<file path="src/hdl/eth_csr_pkg.sv">
package eth_csr_pkg;

   // ------------------------------------------------------------------------
   // Widths
   // ------------------------------------------------------------------------
   localparam int CSR_DATA_W  = 64;                 // APB and CSR data
   localparam int CSR_STRB_W  = CSR_DATA_W / 8;     // One strobe per byte
   localparam int CSR_HALF_W  = CSR_DATA_W / 2;     // Upper/lower half split
   localparam int CSR_ADDR_W  = 12;                 // APB byte address
   localparam int AVMM_ADDR_W = 16;                 // Avalon-MM word address
   localparam int AVMM_DATA_W = 32;

   // APB read timing
   localparam int APB_RD_ACCESS = 3;                // pready in 3rd access cycle
   localparam int APB_RD_CNT_W  = $clog2(APB_RD_ACCESS);

   // Configuration bank geometry
   localparam int NUM_PORTS         = 4;
   localparam int PORT_SEL_W        = 4;
   localparam int PORT_IDX_W        = $clog2(NUM_PORTS);
   localparam int CFG_REGS_PER_PORT = 4;
   localparam int CFG_IDX_W         = $clog2(CFG_REGS_PER_PORT);
   localparam int CFG_WAIT_CYCLES   = 2;            // waitrequest cycles per access
   localparam int CFG_CNT_W         = $clog2(CFG_WAIT_CYCLES + 1);
   localparam int TX_EN_BIT         = 0;            // Bit 0 of register 0

   // ------------------------------------------------------------------------
   // CSR map, byte addresses of 64-bit registers
   // ------------------------------------------------------------------------
   localparam logic [CSR_DATA_W-1:0] CSR_ID_VALUE = 64'h4554_4847_0001_0000;

   localparam logic [CSR_ADDR_W-1:0] CSR_ID        = 12'h000;
   localparam logic [CSR_ADDR_W-1:0] CSR_SCRATCH   = 12'h008;
   localparam logic [CSR_ADDR_W-1:0] CSR_PORT_CTRL = 12'h010;
   localparam logic [CSR_ADDR_W-1:0] CSR_IND_CMD   = 12'h018;
   localparam logic [CSR_ADDR_W-1:0] CSR_IND_WDATA = 12'h020;
   localparam logic [CSR_ADDR_W-1:0] CSR_IND_RDATA = 12'h028;

   // Field positions
   localparam int PORT_SWAP_BIT  = 8;               // PORT_CTRL swap enable
   localparam int IND_CMD_WR_BIT = 32;              // IND_CMD write request
   localparam int IND_CMD_RD_BIT = 33;              // IND_CMD read request
   localparam int IND_BUSY_BIT   = 32;              // IND_RDATA busy flag

   // ------------------------------------------------------------------------
   // Enums
   // ------------------------------------------------------------------------
   typedef enum logic [1:0] {FULL64, UPPER32, LOWER32} csr_access_type_t;

   typedef enum logic [1:0] {IDLE, WAIT_RD, DONE} apb_state_t;

   typedef enum logic {IND_IDLE, IND_BUSY} ind_state_t;

endpackage
</file>
<file path="src/hdl/eth_traffic_csr_top.sv">
`timescale 1ns/100ps

module eth_traffic_csr_top
   import eth_csr_pkg::*;
(
   input  logic                    clk,
   input  logic                    rst_n,

   // APB
   input  logic                    i_psel,
   input  logic                    i_penable,
   input  logic                    i_pwrite,
   input  logic [CSR_ADDR_W-1:0]   i_paddr,
   input  logic [CSR_DATA_W-1:0]   i_pwdata,
   input  logic [CSR_STRB_W-1:0]   i_pstrb,
   output logic [CSR_DATA_W-1:0]   o_prdata,
   output logic                    o_pready,

   // Port controls
   output logic [PORT_SEL_W-1:0]   o_csr_port_sel,
   output logic                    o_port_swap_en,
   output logic [NUM_PORTS-1:0]    o_tx_enable
);

// Bridge to CSR block
logic                   csr_wr;
logic                   csr_rd;
logic [CSR_ADDR_W-1:0]  csr_addr;
csr_access_type_t       csr_wr_type;
logic [CSR_DATA_W-1:0]  csr_wr_data;
logic [CSR_DATA_W-1:0]  csr_rd_data;

// CSR block to config bank
logic [AVMM_ADDR_W-1:0] avmm_addr;
logic                   avmm_read;
logic                   avmm_write;
logic [AVMM_DATA_W-1:0] avmm_writedata;
logic [AVMM_DATA_W-1:0] avmm_readdata;
logic                   avmm_waitrequest;

apb_csr_bridge u_bridge (
   .clk            (clk),
   .rst_n          (rst_n),
   .i_psel         (i_psel),
   .i_penable      (i_penable),
   .i_pwrite       (i_pwrite),
   .i_paddr        (i_paddr),
   .i_pwdata       (i_pwdata),
   .i_pstrb        (i_pstrb),
   .o_prdata       (o_prdata),
   .o_pready       (o_pready),
   .o_csr_wr       (csr_wr),
   .o_csr_rd       (csr_rd),
   .o_csr_addr     (csr_addr),
   .o_csr_wr_type  (csr_wr_type),
   .o_csr_wr_data  (csr_wr_data),
   .i_csr_rd_data  (csr_rd_data)
);

eth_traffic_csr u_csr (
   .clk                (clk),
   .rst_n              (rst_n),
   .i_csr_wr           (csr_wr),
   .i_csr_rd           (csr_rd),
   .i_csr_addr         (csr_addr),
   .i_csr_wr_type      (csr_wr_type),
   .i_csr_wr_data      (csr_wr_data),
   .o_csr_rd_data      (csr_rd_data),
   .o_avmm_addr        (avmm_addr),
   .o_avmm_read        (avmm_read),
   .o_avmm_write       (avmm_write),
   .o_avmm_writedata   (avmm_writedata),
   .i_avmm_readdata    (avmm_readdata),
   .i_avmm_waitrequest (avmm_waitrequest),
   .o_csr_port_sel     (o_csr_port_sel),   // Also steers the bank
   .o_port_swap_en     (o_port_swap_en)
);

traffic_cfg_regs u_cfg (
   .clk                (clk),
   .rst_n              (rst_n),
   .i_port_sel         (o_csr_port_sel),
   .i_avmm_addr        (avmm_addr),
   .i_avmm_read        (avmm_read),
   .i_avmm_write       (avmm_write),
   .i_avmm_writedata   (avmm_writedata),
   .o_avmm_readdata    (avmm_readdata),
   .o_avmm_waitrequest (avmm_waitrequest),
   .o_tx_enable        (o_tx_enable)
);

endmodule

</file>
<file path="src/hdl/traffic_cfg_regs.sv">
`timescale 1ns/100ps

module traffic_cfg_regs
   import eth_csr_pkg::*;
(
   input  logic                     clk,
   input  logic                     rst_n,

   input  logic [PORT_SEL_W-1:0]    i_port_sel,         // Selected port

   // Avalon-MM slave
   input  logic [AVMM_ADDR_W-1:0]   i_avmm_addr,
   input  logic                     i_avmm_read,
   input  logic                     i_avmm_write,
   input  logic [AVMM_DATA_W-1:0]   i_avmm_writedata,
   output logic [AVMM_DATA_W-1:0]   o_avmm_readdata,
   output logic                     o_avmm_waitrequest,

   output logic [NUM_PORTS-1:0]     o_tx_enable
);

// Per-port register file
logic [AVMM_DATA_W-1:0] cfg_mem [NUM_PORTS][CFG_REGS_PER_PORT];
logic [CFG_CNT_W-1:0]   wait_cnt;                       // Wait states so far
logic                   cmd_vld;
logic                   acc_done;
logic                   port_ok;
logic [PORT_IDX_W-1:0]  port_idx;
logic [CFG_IDX_W-1:0]   reg_idx;

assign cmd_vld  = i_avmm_read | i_avmm_write;
assign port_ok  = (i_port_sel < PORT_SEL_W'(NUM_PORTS)); // Out of range reads 0
assign port_idx = i_port_sel[PORT_IDX_W-1:0];
assign reg_idx  = i_avmm_addr[CFG_IDX_W-1:0];           // Low bits only

// ---------------------------------------------------------------------------
// Wait-state generation
// ---------------------------------------------------------------------------
assign o_avmm_waitrequest = cmd_vld & (wait_cnt != CFG_CNT_W'(CFG_WAIT_CYCLES));
assign acc_done           = cmd_vld & ~o_avmm_waitrequest;

always_ff @(posedge clk) begin
   if (!rst_n) begin
      wait_cnt <= '0;
   end else if (acc_done) begin
      wait_cnt <= '0;                                    // Rearm for next cmd
   end else if (cmd_vld) begin
      wait_cnt <= wait_cnt + 1'b1;
   end
end

// ---------------------------------------------------------------------------
// Register file
// ---------------------------------------------------------------------------
// Cleared on reset so all Tx enables start low
always_ff @(posedge clk) begin
   if (!rst_n) begin
      for (int p = 0; p < NUM_PORTS; p++) begin
         for (int r = 0; r < CFG_REGS_PER_PORT; r++) begin
            cfg_mem[p][r] <= '0;
         end
      end
   end else if (acc_done & i_avmm_write & port_ok) begin
      cfg_mem[port_idx][reg_idx] <= i_avmm_writedata;
   end
end

// Read data valid in the cycle waitrequest drops
assign o_avmm_readdata = (i_avmm_read & port_ok) ? cfg_mem[port_idx][reg_idx] : '0;

// Tx enables
always_comb begin
   for (int p = 0; p < NUM_PORTS; p++) begin
      o_tx_enable[p] = cfg_mem[p][0][TX_EN_BIT];
   end
end

endmodule

</file>
<file path="src/hdl/eth_traffic_csr.sv">
`timescale 1ns/100ps

module eth_traffic_csr
   import eth_csr_pkg::*;
(
   input  logic                     clk,
   input  logic                     rst_n,

   // CSR command from the bridge
   input  logic                     i_csr_wr,
   input  logic                     i_csr_rd,
   input  logic [CSR_ADDR_W-1:0]    i_csr_addr,
   input  csr_access_type_t         i_csr_wr_type,
   input  logic [CSR_DATA_W-1:0]    i_csr_wr_data,
   output logic [CSR_DATA_W-1:0]    o_csr_rd_data,

   // Avalon-MM master to the config bank
   output logic [AVMM_ADDR_W-1:0]   o_avmm_addr,
   output logic                     o_avmm_read,
   output logic                     o_avmm_write,
   output logic [AVMM_DATA_W-1:0]   o_avmm_writedata,
   input  logic [AVMM_DATA_W-1:0]   i_avmm_readdata,
   input  logic                     i_avmm_waitrequest,

   // Port controls
   output logic [PORT_SEL_W-1:0]    o_csr_port_sel,
   output logic                     o_port_swap_en   // Tx port swap
);

// Merge a write into the current register image
function automatic logic [CSR_DATA_W-1:0] merge_wr(
   input logic [CSR_DATA_W-1:0] cur,
   input logic [CSR_DATA_W-1:0] wdata,
   input csr_access_type_t      wtype
);
   case (wtype)
      UPPER32: merge_wr = {wdata[CSR_DATA_W-1:CSR_HALF_W], cur[CSR_HALF_W-1:0]};
      LOWER32: merge_wr = {cur[CSR_DATA_W-1:CSR_HALF_W], wdata[CSR_HALF_W-1:0]};
      default: merge_wr = wdata;
   endcase
endfunction

logic [CSR_ADDR_W-1:0]   reg_addr;                 // 8-byte aligned
logic [CSR_DATA_W-1:0]   scratch;
logic [AVMM_ADDR_W-1:0]  ind_addr;
logic [AVMM_DATA_W-1:0]  ind_wdata;
logic [AVMM_DATA_W-1:0]  ind_rdata;                // Last indirect read
ind_state_t              ind_state;
logic                    busy;
logic [CSR_DATA_W-1:0]   ctrl_img;
logic [CSR_DATA_W-1:0]   cmd_img;
logic [CSR_DATA_W-1:0]   rdata_img;
logic [CSR_DATA_W-1:0]   ctrl_new;
logic [CSR_DATA_W-1:0]   cmd_new;
logic [CSR_DATA_W-1:0]   wdata_new;
logic                    wr_cmd;
logic                    ind_start;

assign reg_addr = {i_csr_addr[CSR_ADDR_W-1:3], 3'b000};
assign busy     = (ind_state == IND_BUSY);

// Register images as seen on the CSR bus
always_comb begin
   ctrl_img = '0;
   ctrl_img[PORT_SEL_W-1:0] = o_csr_port_sel;
   ctrl_img[PORT_SWAP_BIT]  = o_port_swap_en;

   cmd_img = '0;
   cmd_img[AVMM_ADDR_W-1:0] = ind_addr;
   cmd_img[IND_CMD_WR_BIT]  = o_avmm_write;       // Pending request bits
   cmd_img[IND_CMD_RD_BIT]  = o_avmm_read;

   rdata_img = '0;
   rdata_img[AVMM_DATA_W-1:0] = ind_rdata;
   rdata_img[IND_BUSY_BIT]    = busy;
end

assign ctrl_new  = merge_wr(ctrl_img, i_csr_wr_data, i_csr_wr_type);
assign cmd_new   = merge_wr(cmd_img, i_csr_wr_data, i_csr_wr_type);
assign wdata_new = merge_wr({{CSR_HALF_W{1'b0}}, ind_wdata}, i_csr_wr_data, i_csr_wr_type);
assign wr_cmd    = i_csr_wr & (reg_addr == CSR_IND_CMD);
// Dropped while busy
assign ind_start = wr_cmd & ~busy & (cmd_new[IND_CMD_WR_BIT] | cmd_new[IND_CMD_RD_BIT]);

// ---------------------------------------------------------------------------
// CSR registers
// ---------------------------------------------------------------------------
always_ff @(posedge clk) begin
   if (!rst_n) begin
      scratch        <= '0;
      o_csr_port_sel <= '0;
      o_port_swap_en <= 1'b0;
      ind_addr       <= '0;
      ind_wdata      <= '0;
   end else if (i_csr_wr) begin
      case (reg_addr)
         CSR_SCRATCH: scratch <= merge_wr(scratch, i_csr_wr_data, i_csr_wr_type);
         CSR_PORT_CTRL: begin
            o_csr_port_sel <= ctrl_new[PORT_SEL_W-1:0];
            o_port_swap_en <= ctrl_new[PORT_SWAP_BIT];
         end
         CSR_IND_CMD: begin
            if (!busy) ind_addr <= cmd_new[AVMM_ADDR_W-1:0];  // Held under access
         end
         CSR_IND_WDATA: begin
            ind_wdata <= wdata_new[AVMM_DATA_W-1:0];    // Only the low half exists
         end
         default: ;                                 // Unmapped, ignored
      endcase
   end
end

// Registered read mux, data follows the rd pulse by one cycle
always_ff @(posedge clk) begin
   if (i_csr_rd) begin
      case (reg_addr)
         CSR_ID:        o_csr_rd_data <= CSR_ID_VALUE;
         CSR_SCRATCH:   o_csr_rd_data <= scratch;
         CSR_PORT_CTRL: o_csr_rd_data <= ctrl_img;
         CSR_IND_CMD:   o_csr_rd_data <= cmd_img;
         CSR_IND_WDATA: o_csr_rd_data <= {{CSR_HALF_W{1'b0}}, ind_wdata};
         CSR_IND_RDATA: o_csr_rd_data <= rdata_img;
         default:       o_csr_rd_data <= '0;
      endcase
   end
end

// ---------------------------------------------------------------------------
// Indirect Avalon-MM master
// ---------------------------------------------------------------------------
always_ff @(posedge clk) begin
   if (!rst_n) begin
      ind_state    <= IND_IDLE;
      o_avmm_read  <= 1'b0;
      o_avmm_write <= 1'b0;
      ind_rdata    <= '0;
   end else begin
      case (ind_state)
         IND_IDLE: begin
            if (ind_start) begin
               ind_state    <= IND_BUSY;
               o_avmm_write <= cmd_new[IND_CMD_WR_BIT];
               o_avmm_read  <= cmd_new[IND_CMD_RD_BIT] & ~cmd_new[IND_CMD_WR_BIT];
            end
         end
         IND_BUSY: begin
            if (!i_avmm_waitrequest) begin            // Access ends this cycle
               ind_state    <= IND_IDLE;
               o_avmm_read  <= 1'b0;
               o_avmm_write <= 1'b0;
               if (o_avmm_read) ind_rdata <= i_avmm_readdata;
            end
         end
         default: ind_state <= IND_IDLE;
      endcase
   end
end

// Write data frozen at launch
always_ff @(posedge clk) begin
   if (ind_start) o_avmm_writedata <= ind_wdata;
end

assign o_avmm_addr = ind_addr;

endmodule

</file>
<file path="src/hdl/apb_csr_bridge.sv">
`timescale 1ns/100ps

module apb_csr_bridge
   import eth_csr_pkg::*;
(
   input  logic                    clk,
   input  logic                    rst_n,

   // APB completer side
   input  logic                    i_psel,
   input  logic                    i_penable,
   input  logic                    i_pwrite,
   input  logic [CSR_ADDR_W-1:0]   i_paddr,
   input  logic [CSR_DATA_W-1:0]   i_pwdata,
   input  logic [CSR_STRB_W-1:0]   i_pstrb,
   output logic [CSR_DATA_W-1:0]   o_prdata,
   output logic                    o_pready,

   // CSR command side
   output logic                    o_csr_wr,       // One-cycle write pulse
   output logic                    o_csr_rd,       // One-cycle read pulse
   output logic [CSR_ADDR_W-1:0]   o_csr_addr,
   output csr_access_type_t        o_csr_wr_type,
   output logic [CSR_DATA_W-1:0]   o_csr_wr_data,
   input  logic [CSR_DATA_W-1:0]   i_csr_rd_data   // Valid cycle after o_csr_rd
);

apb_state_t             state;
logic [APB_RD_CNT_W-1:0] rd_cnt;                   // Read access cycles seen
logic                   setup_phase;
logic                   access_phase;
logic                   wr_fire;
logic                   rd_fire;
csr_access_type_t       wr_type;

assign setup_phase  = i_psel & ~i_penable;
assign access_phase = i_psel & i_penable;

// Write fires in its only access cycle, read in its first
assign wr_fire = (state == DONE) & access_phase & i_pwrite;
assign rd_fire = (state == WAIT_RD) & access_phase & (rd_cnt == '0);

// Half or full write from strobes, bit 2 picks the half
assign wr_type = (&i_pstrb) ? FULL64
               : i_paddr[2] ? UPPER32
               : LOWER32;

// ---------------------------------------------------------------------------
// Transfer FSM
// ---------------------------------------------------------------------------
always_ff @(posedge clk) begin
   if (!rst_n) begin
      state    <= IDLE;
      o_pready <= 1'b0;
      rd_cnt   <= '0;
   end else begin
      case (state)
         IDLE: begin
            rd_cnt <= '0;
            if (setup_phase) begin
               state    <= i_pwrite ? DONE : WAIT_RD;
               o_pready <= i_pwrite;           // Write done in 1st access cycle
            end
         end
         WAIT_RD: begin
            if (access_phase) begin
               rd_cnt <= rd_cnt + 1'b1;
               // One cycle early so pready lands with the read data
               if (rd_cnt == APB_RD_CNT_W'(APB_RD_ACCESS - 2)) begin
                  state    <= DONE;
                  o_pready <= 1'b1;
               end
            end
         end
         DONE: begin                            // pready is high here
            state    <= IDLE;
            o_pready <= 1'b0;
         end
         default: state <= IDLE;
      endcase
   end
end

// Command pulses, one per transfer
always_ff @(posedge clk) begin
   if (!rst_n) begin
      o_csr_wr <= 1'b0;
      o_csr_rd <= 1'b0;
   end else begin
      o_csr_wr <= wr_fire;
      o_csr_rd <= rd_fire;
   end
end

// Command payload, captured with the pulse
always_ff @(posedge clk) begin
   if (wr_fire | rd_fire) begin
      o_csr_addr    <= i_paddr;
      o_csr_wr_type <= wr_type;
      o_csr_wr_data <= i_pwdata;
   end
end

// CSR read mux is registered, so data is there in the pready cycle
assign o_prdata = (o_pready & ~i_pwrite) ? i_csr_rd_data : '0;

endmodule

</file>
<file path="config.mk">
export PLATFORM = sky130hd
export DESIGN_NAME = eth_traffic_csr_top
export DESIGN_NICKNAME = d
export VERILOG_FILES = /design/src/hdl/eth_csr_pkg.sv /design/src/hdl/eth_traffic_csr_top.sv /design/src/hdl/traffic_cfg_regs.sv /design/src/hdl/eth_traffic_csr.sv /design/src/hdl/apb_csr_bridge.sv
export SDC_FILE = /design/constraint.sdc
export NUM_CORES = 1
export LEC_CHECK = 0
export BUFFER_PORTS_ARGS = -buffer_cell sky130_fd_sc_hd__buf_2
export CAP_MARGIN = 20
export CORE_MARGIN = 2
export CORE_UTILIZATION = 50
export CTS_BUF_LIST = sky130_fd_sc_hd__clkbuf_4
export DETAILED_ROUTE_END_ITERATION = 10
export MAX_ROUTING_LAYER = met4
export PLACE_DENSITY = 0.71
export SYNTH_ARGS = -nofsm -noshare
export SYNTH_HDL_FRONTEND = slang
export SYNTH_SLANG_ARGS = --single-unit
</file>
<file path="constraint.sdc">
create_clock -name clk -period 6.7 [get_ports clk]
set_clock_uncertainty 0.2 [all_clocks]
set_input_delay 1.34 -clock clk [delete_from_list [all_inputs] [get_ports clk]]
set_output_delay 1.34 -clock clk [all_outputs]
set_load 0.02 [all_outputs]
</file>
==> results.yml <==
critical_path:
  critPathMaxStageDelay_ns: 0.34
  crit_path_start_kind: "primary input"
  crit_chain: "buf_2 > nor2b_4 > buf_12 > and2_1 > buf_2"
  crit_path_max_fanout: 49
  crit_required_ns: 5.16
  crit_family: "buffers and inverters"
  crit_type: "primary input to output pin"
  worst_path_most_repeated_cell: "buf_2"
  slowest_stage: "nor2b_4"
  cp.arrival_ns: 2.46
  cp_num_buf_inv: 3
  crit_path_end_kind: "output pin"
grt:
  track_usage: 0.2439
  grt_overflow: 0
  grt_max_degree: 76
  grt_pass1_wl_mm: 132.0
  grt_pass1_vias: 22774
  antenna_found_initial: 4
route:
  wl_per_cell_um: 22.77
  finalWirelength_mm: 87.34
  antenna_left: 0
  drc_errors: 0
  viasPerCell: 5.669
  dr_total_vias: 21739
  firstDrtPassIters: 6
  drt_iter0_drc: 1829
timing:
  setup_viol: 0
  whs_ns: 0.2540
  max_freq_mhz: 249.9
  finalHoldViolCount: 0
  report.final.slew_viol_count: 0
  rsz0062_at_grt: "false"
  finalCritPeriodShare: 0.5973
  period_needed_ns: 4.002
  fin_tns_setup_ns: 0
  worstMarginPinSlew_ns: 1.144
  relSlewSlack: 0.2375
layout:
  drive_gt1_frac: 0.2528
  fin_cells: 3835
  area_growth_pct: 12.27
  nets: 2814
  stdcell_area_sq_um: 40570
synthesis:
  synth_top_family_by_area: "simple AND/OR/NAND/NOR gates"
  synthSimpleGateAreaFrac: 0.1511
  synth_ff_type: "edfxtp_1"
  synthArstFlopShare: 0
  synth_compound_area_frac: 0.03916
  yosys-top-cells-count: "683 x edfxtp_1, 578 x and2_1, 163 x dfxtp_1, 156 x mux2i_1, 155 x nand2_1"
  synth_enable_flop_cells: 683
  synth_cell_types: 52
  yosysTopAreaCell: "edfxtp_1"
  synth_fa_ha_area_frac: 0.003116
  synth_xor_area_frac: 0
  ys_seq_area_frac: 0.6579
  yosysTopAreaCellShare: 0.5676
  ys_warn_count: 0
  avgSynthCellArea_sq_um: 14.42
  yosys-top-cells-area: "edfxtp_1 57%, and2_1 10%, dfxtp_1 9.0%"
  synthCells: 2506
  mappedNetlistNets: 2604
  synth_mux_area_frac: 0.1233
  ys_seq_elements: 846
  synth_area_sq_um: 36130
  synth_most_common_cell: "edfxtp_1"
clock_network:
  clk_pin_slew_ns: 0.08
  clkLatencyLatePin_ns: 1.03
  hold_buffers: 0
  cts_buffer_depth: 3
  htreeDepth: 4
  numCtsBuffers: 205
  numClockSinks: 846
  cts_tree: "done"
  cts_setup_buffers: 0
  cts_resized: 0
  cts_root_buf: "clkbuf_4"
power_and_ir_drop:
  p_int_w: 0.008154
  clkPwrFrac: 0.412
  p_sw_w: 0.002323
  peakVddDrop_mv: 0.1763
  finalPower_w: 0.01048
  p_per_area_nw_per_um2: 258.3
  p_sw_frac: 0.2217
  pwr-share-seq: 0.555
  p_leak_nw: 14.86
  combPwrFrac: 0.034
floorplanning:
  die_w_um: 272.8
  die_h_um: 272.8
  die_area_sq_um: 74430
  core_sq_um: 71490
  ios: 163
  std_cell_rows: 98
  initial_core_util: 0.5055
place:
  hpwlAfterDp_mm: 51.30
  port_buffers: 160
  globalplace.congestion: 0.8015
  dp_cells: 3452
  placedInstanceArea_sq_um: 37700
outcome:
  status: "finished clean"
flow_run:
  maxCapViolCount: 0
min_path:
  hold_class: "flop to flop"
==> cells by family (layout without fill, tap and decap cells) <==
group           after synthesis  after routing
mux                         285            285
buf+inv                     219            593
flops                       846            846
simple gates                936            936
fa+ha+maj                     9              9
other cells                   0              5
compound gates              211            211
==> metal layers <==
metal | wire (um) | GRT usage | vias up
met5 | 0 | - | -
met4 | 1793 | 0.08271 | 0
met3 | 7323 | 0.06449 | 145
met2 | 42460 | 0.3843 | 886
met1 | 35760 | 0.3074 | 11028
li1 | - | - | 9680
==> power groups by stage <==
stage	Combinational [W]	Clock, W	Sequential (W)
final	0.000351	0.00431	0.00581
after global routing	0.000375	0.00465	0.00582
after CTS	0.000343	0.00439	0.00582
after detailed placement	0.000341	0	0.00593
after global placement	0.000332	0	0.00592
after floorplan	0.000210	0	0.00592
==> area by class of cell <==
cell class | instances | area (sq um)
Multi-Input combinational cell | 1441 | 11540
Timing Repair Buffer | 208 | 1290
Sequential cell | 846 | 23780
Fill cell | 5680 | 30920
Inverter | 14 | 52.55
Clock inverter | 42 | 229.0
Antenna cell | 5 | 12.51
Clock buffer | 329 | 2470
Tap cell | 950 | 1189
==> path summary, 6_finish.rpt <==
check / cells past startpoint / startpoint / end / slack [ns]
setup reg to reg: 5 / u_csr.o_csr_port_sel[3] / u_cfg.cfg_mem[0][123] / 2.93
hold / removal: 0 / u_csr.ind_wdata[3] / u_csr.o_avmm_writedata[3] / 0.25
setup / recovery: 5 / i_pwrite / o_prdata[3] / 2.70
hold reg to reg: 0 / u_csr.ind_wdata[3] / u_csr.o_avmm_writedata[3] / 0.25
==> flip-flops by register name (all words and copies together), names as in the netlist, 2 cells and up, named ones only <==
| name | cells |
|---|---|
| u_csr.scratch | 64 |
| u_cfg.wait_cnt | 2 |
| u_bridge.state | 2 |
| u_csr.o_avmm_addr | 16 |
| u_csr.o_avmm_writedata | 32 |
| u_bridge.o_csr_wr_data | 64 |
| u_bridge.o_csr_addr | 9 |
| u_bridge.rd_cnt | 2 |
| u_cfg.cfg_mem | 512 |
| u_bridge.o_csr_wr_type | 2 |
| u_csr.o_csr_port_sel | 4 |
| u_csr.ind_rdata | 32 |
| u_csr.ind_wdata | 32 |
| u_csr.o_csr_rd_data | 64 |
==> worst reg2reg max path, cell delays in order, from the launching register on <==
cell and delay, ns:
dfxtp_1 0.37, or3b_1 0.59, or3_1 0.67, nor4_4 0.24, buf_4 0.40, nand2b_2 0.86
==> through the flow <==
| stage | worst slack, ns | utilization |
|---|---|---|
| floorplan | 0.9356 | - |
| global placement | 1.930 | 0.5273 |
| detailed placement | 1.814 | 0.5274 |
| CTS | 2.205 | 0.5652 |
| global route | 2.527 | 0.5674 |
| finish | 2.698 | 0.5675 |
==> placed cells by master, fill, tap and decap left out, types with 7 or more instances in the layout <==
master / Yosys / layout
inv_1: 12 / 12
and2_1: 578 / 577
clkinvlp_4: 0 / 8
o21a_1: 14 / 14
nor2b_1: 48 / 47
buf_2: 33 / 159
dfxtp_1: 163 / 159
nand2_1: 155 / 155
clkinv_1: 2 / 26
mux4_2: 128 / 128
mux2i_1: 156 / 156
a22oi_1: 35 / 35
edfxtp_1: 683 / 683
nand2b_2: 0 / 14
o211ai_1: 64 / 64
buf_4: 8 / 39
and3_1: 30 / 30
clkbuf_4: 0 / 329
a21oi_1: 36 / 35
o2bb2ai_1: 10 / 10
nor2_1: 56 / 55
ha_1: 9 / 9
o21ai_1: 30 / 30
nand3_1: 7 / 7
No activity file was read; power rests on OpenSTA's default activity.
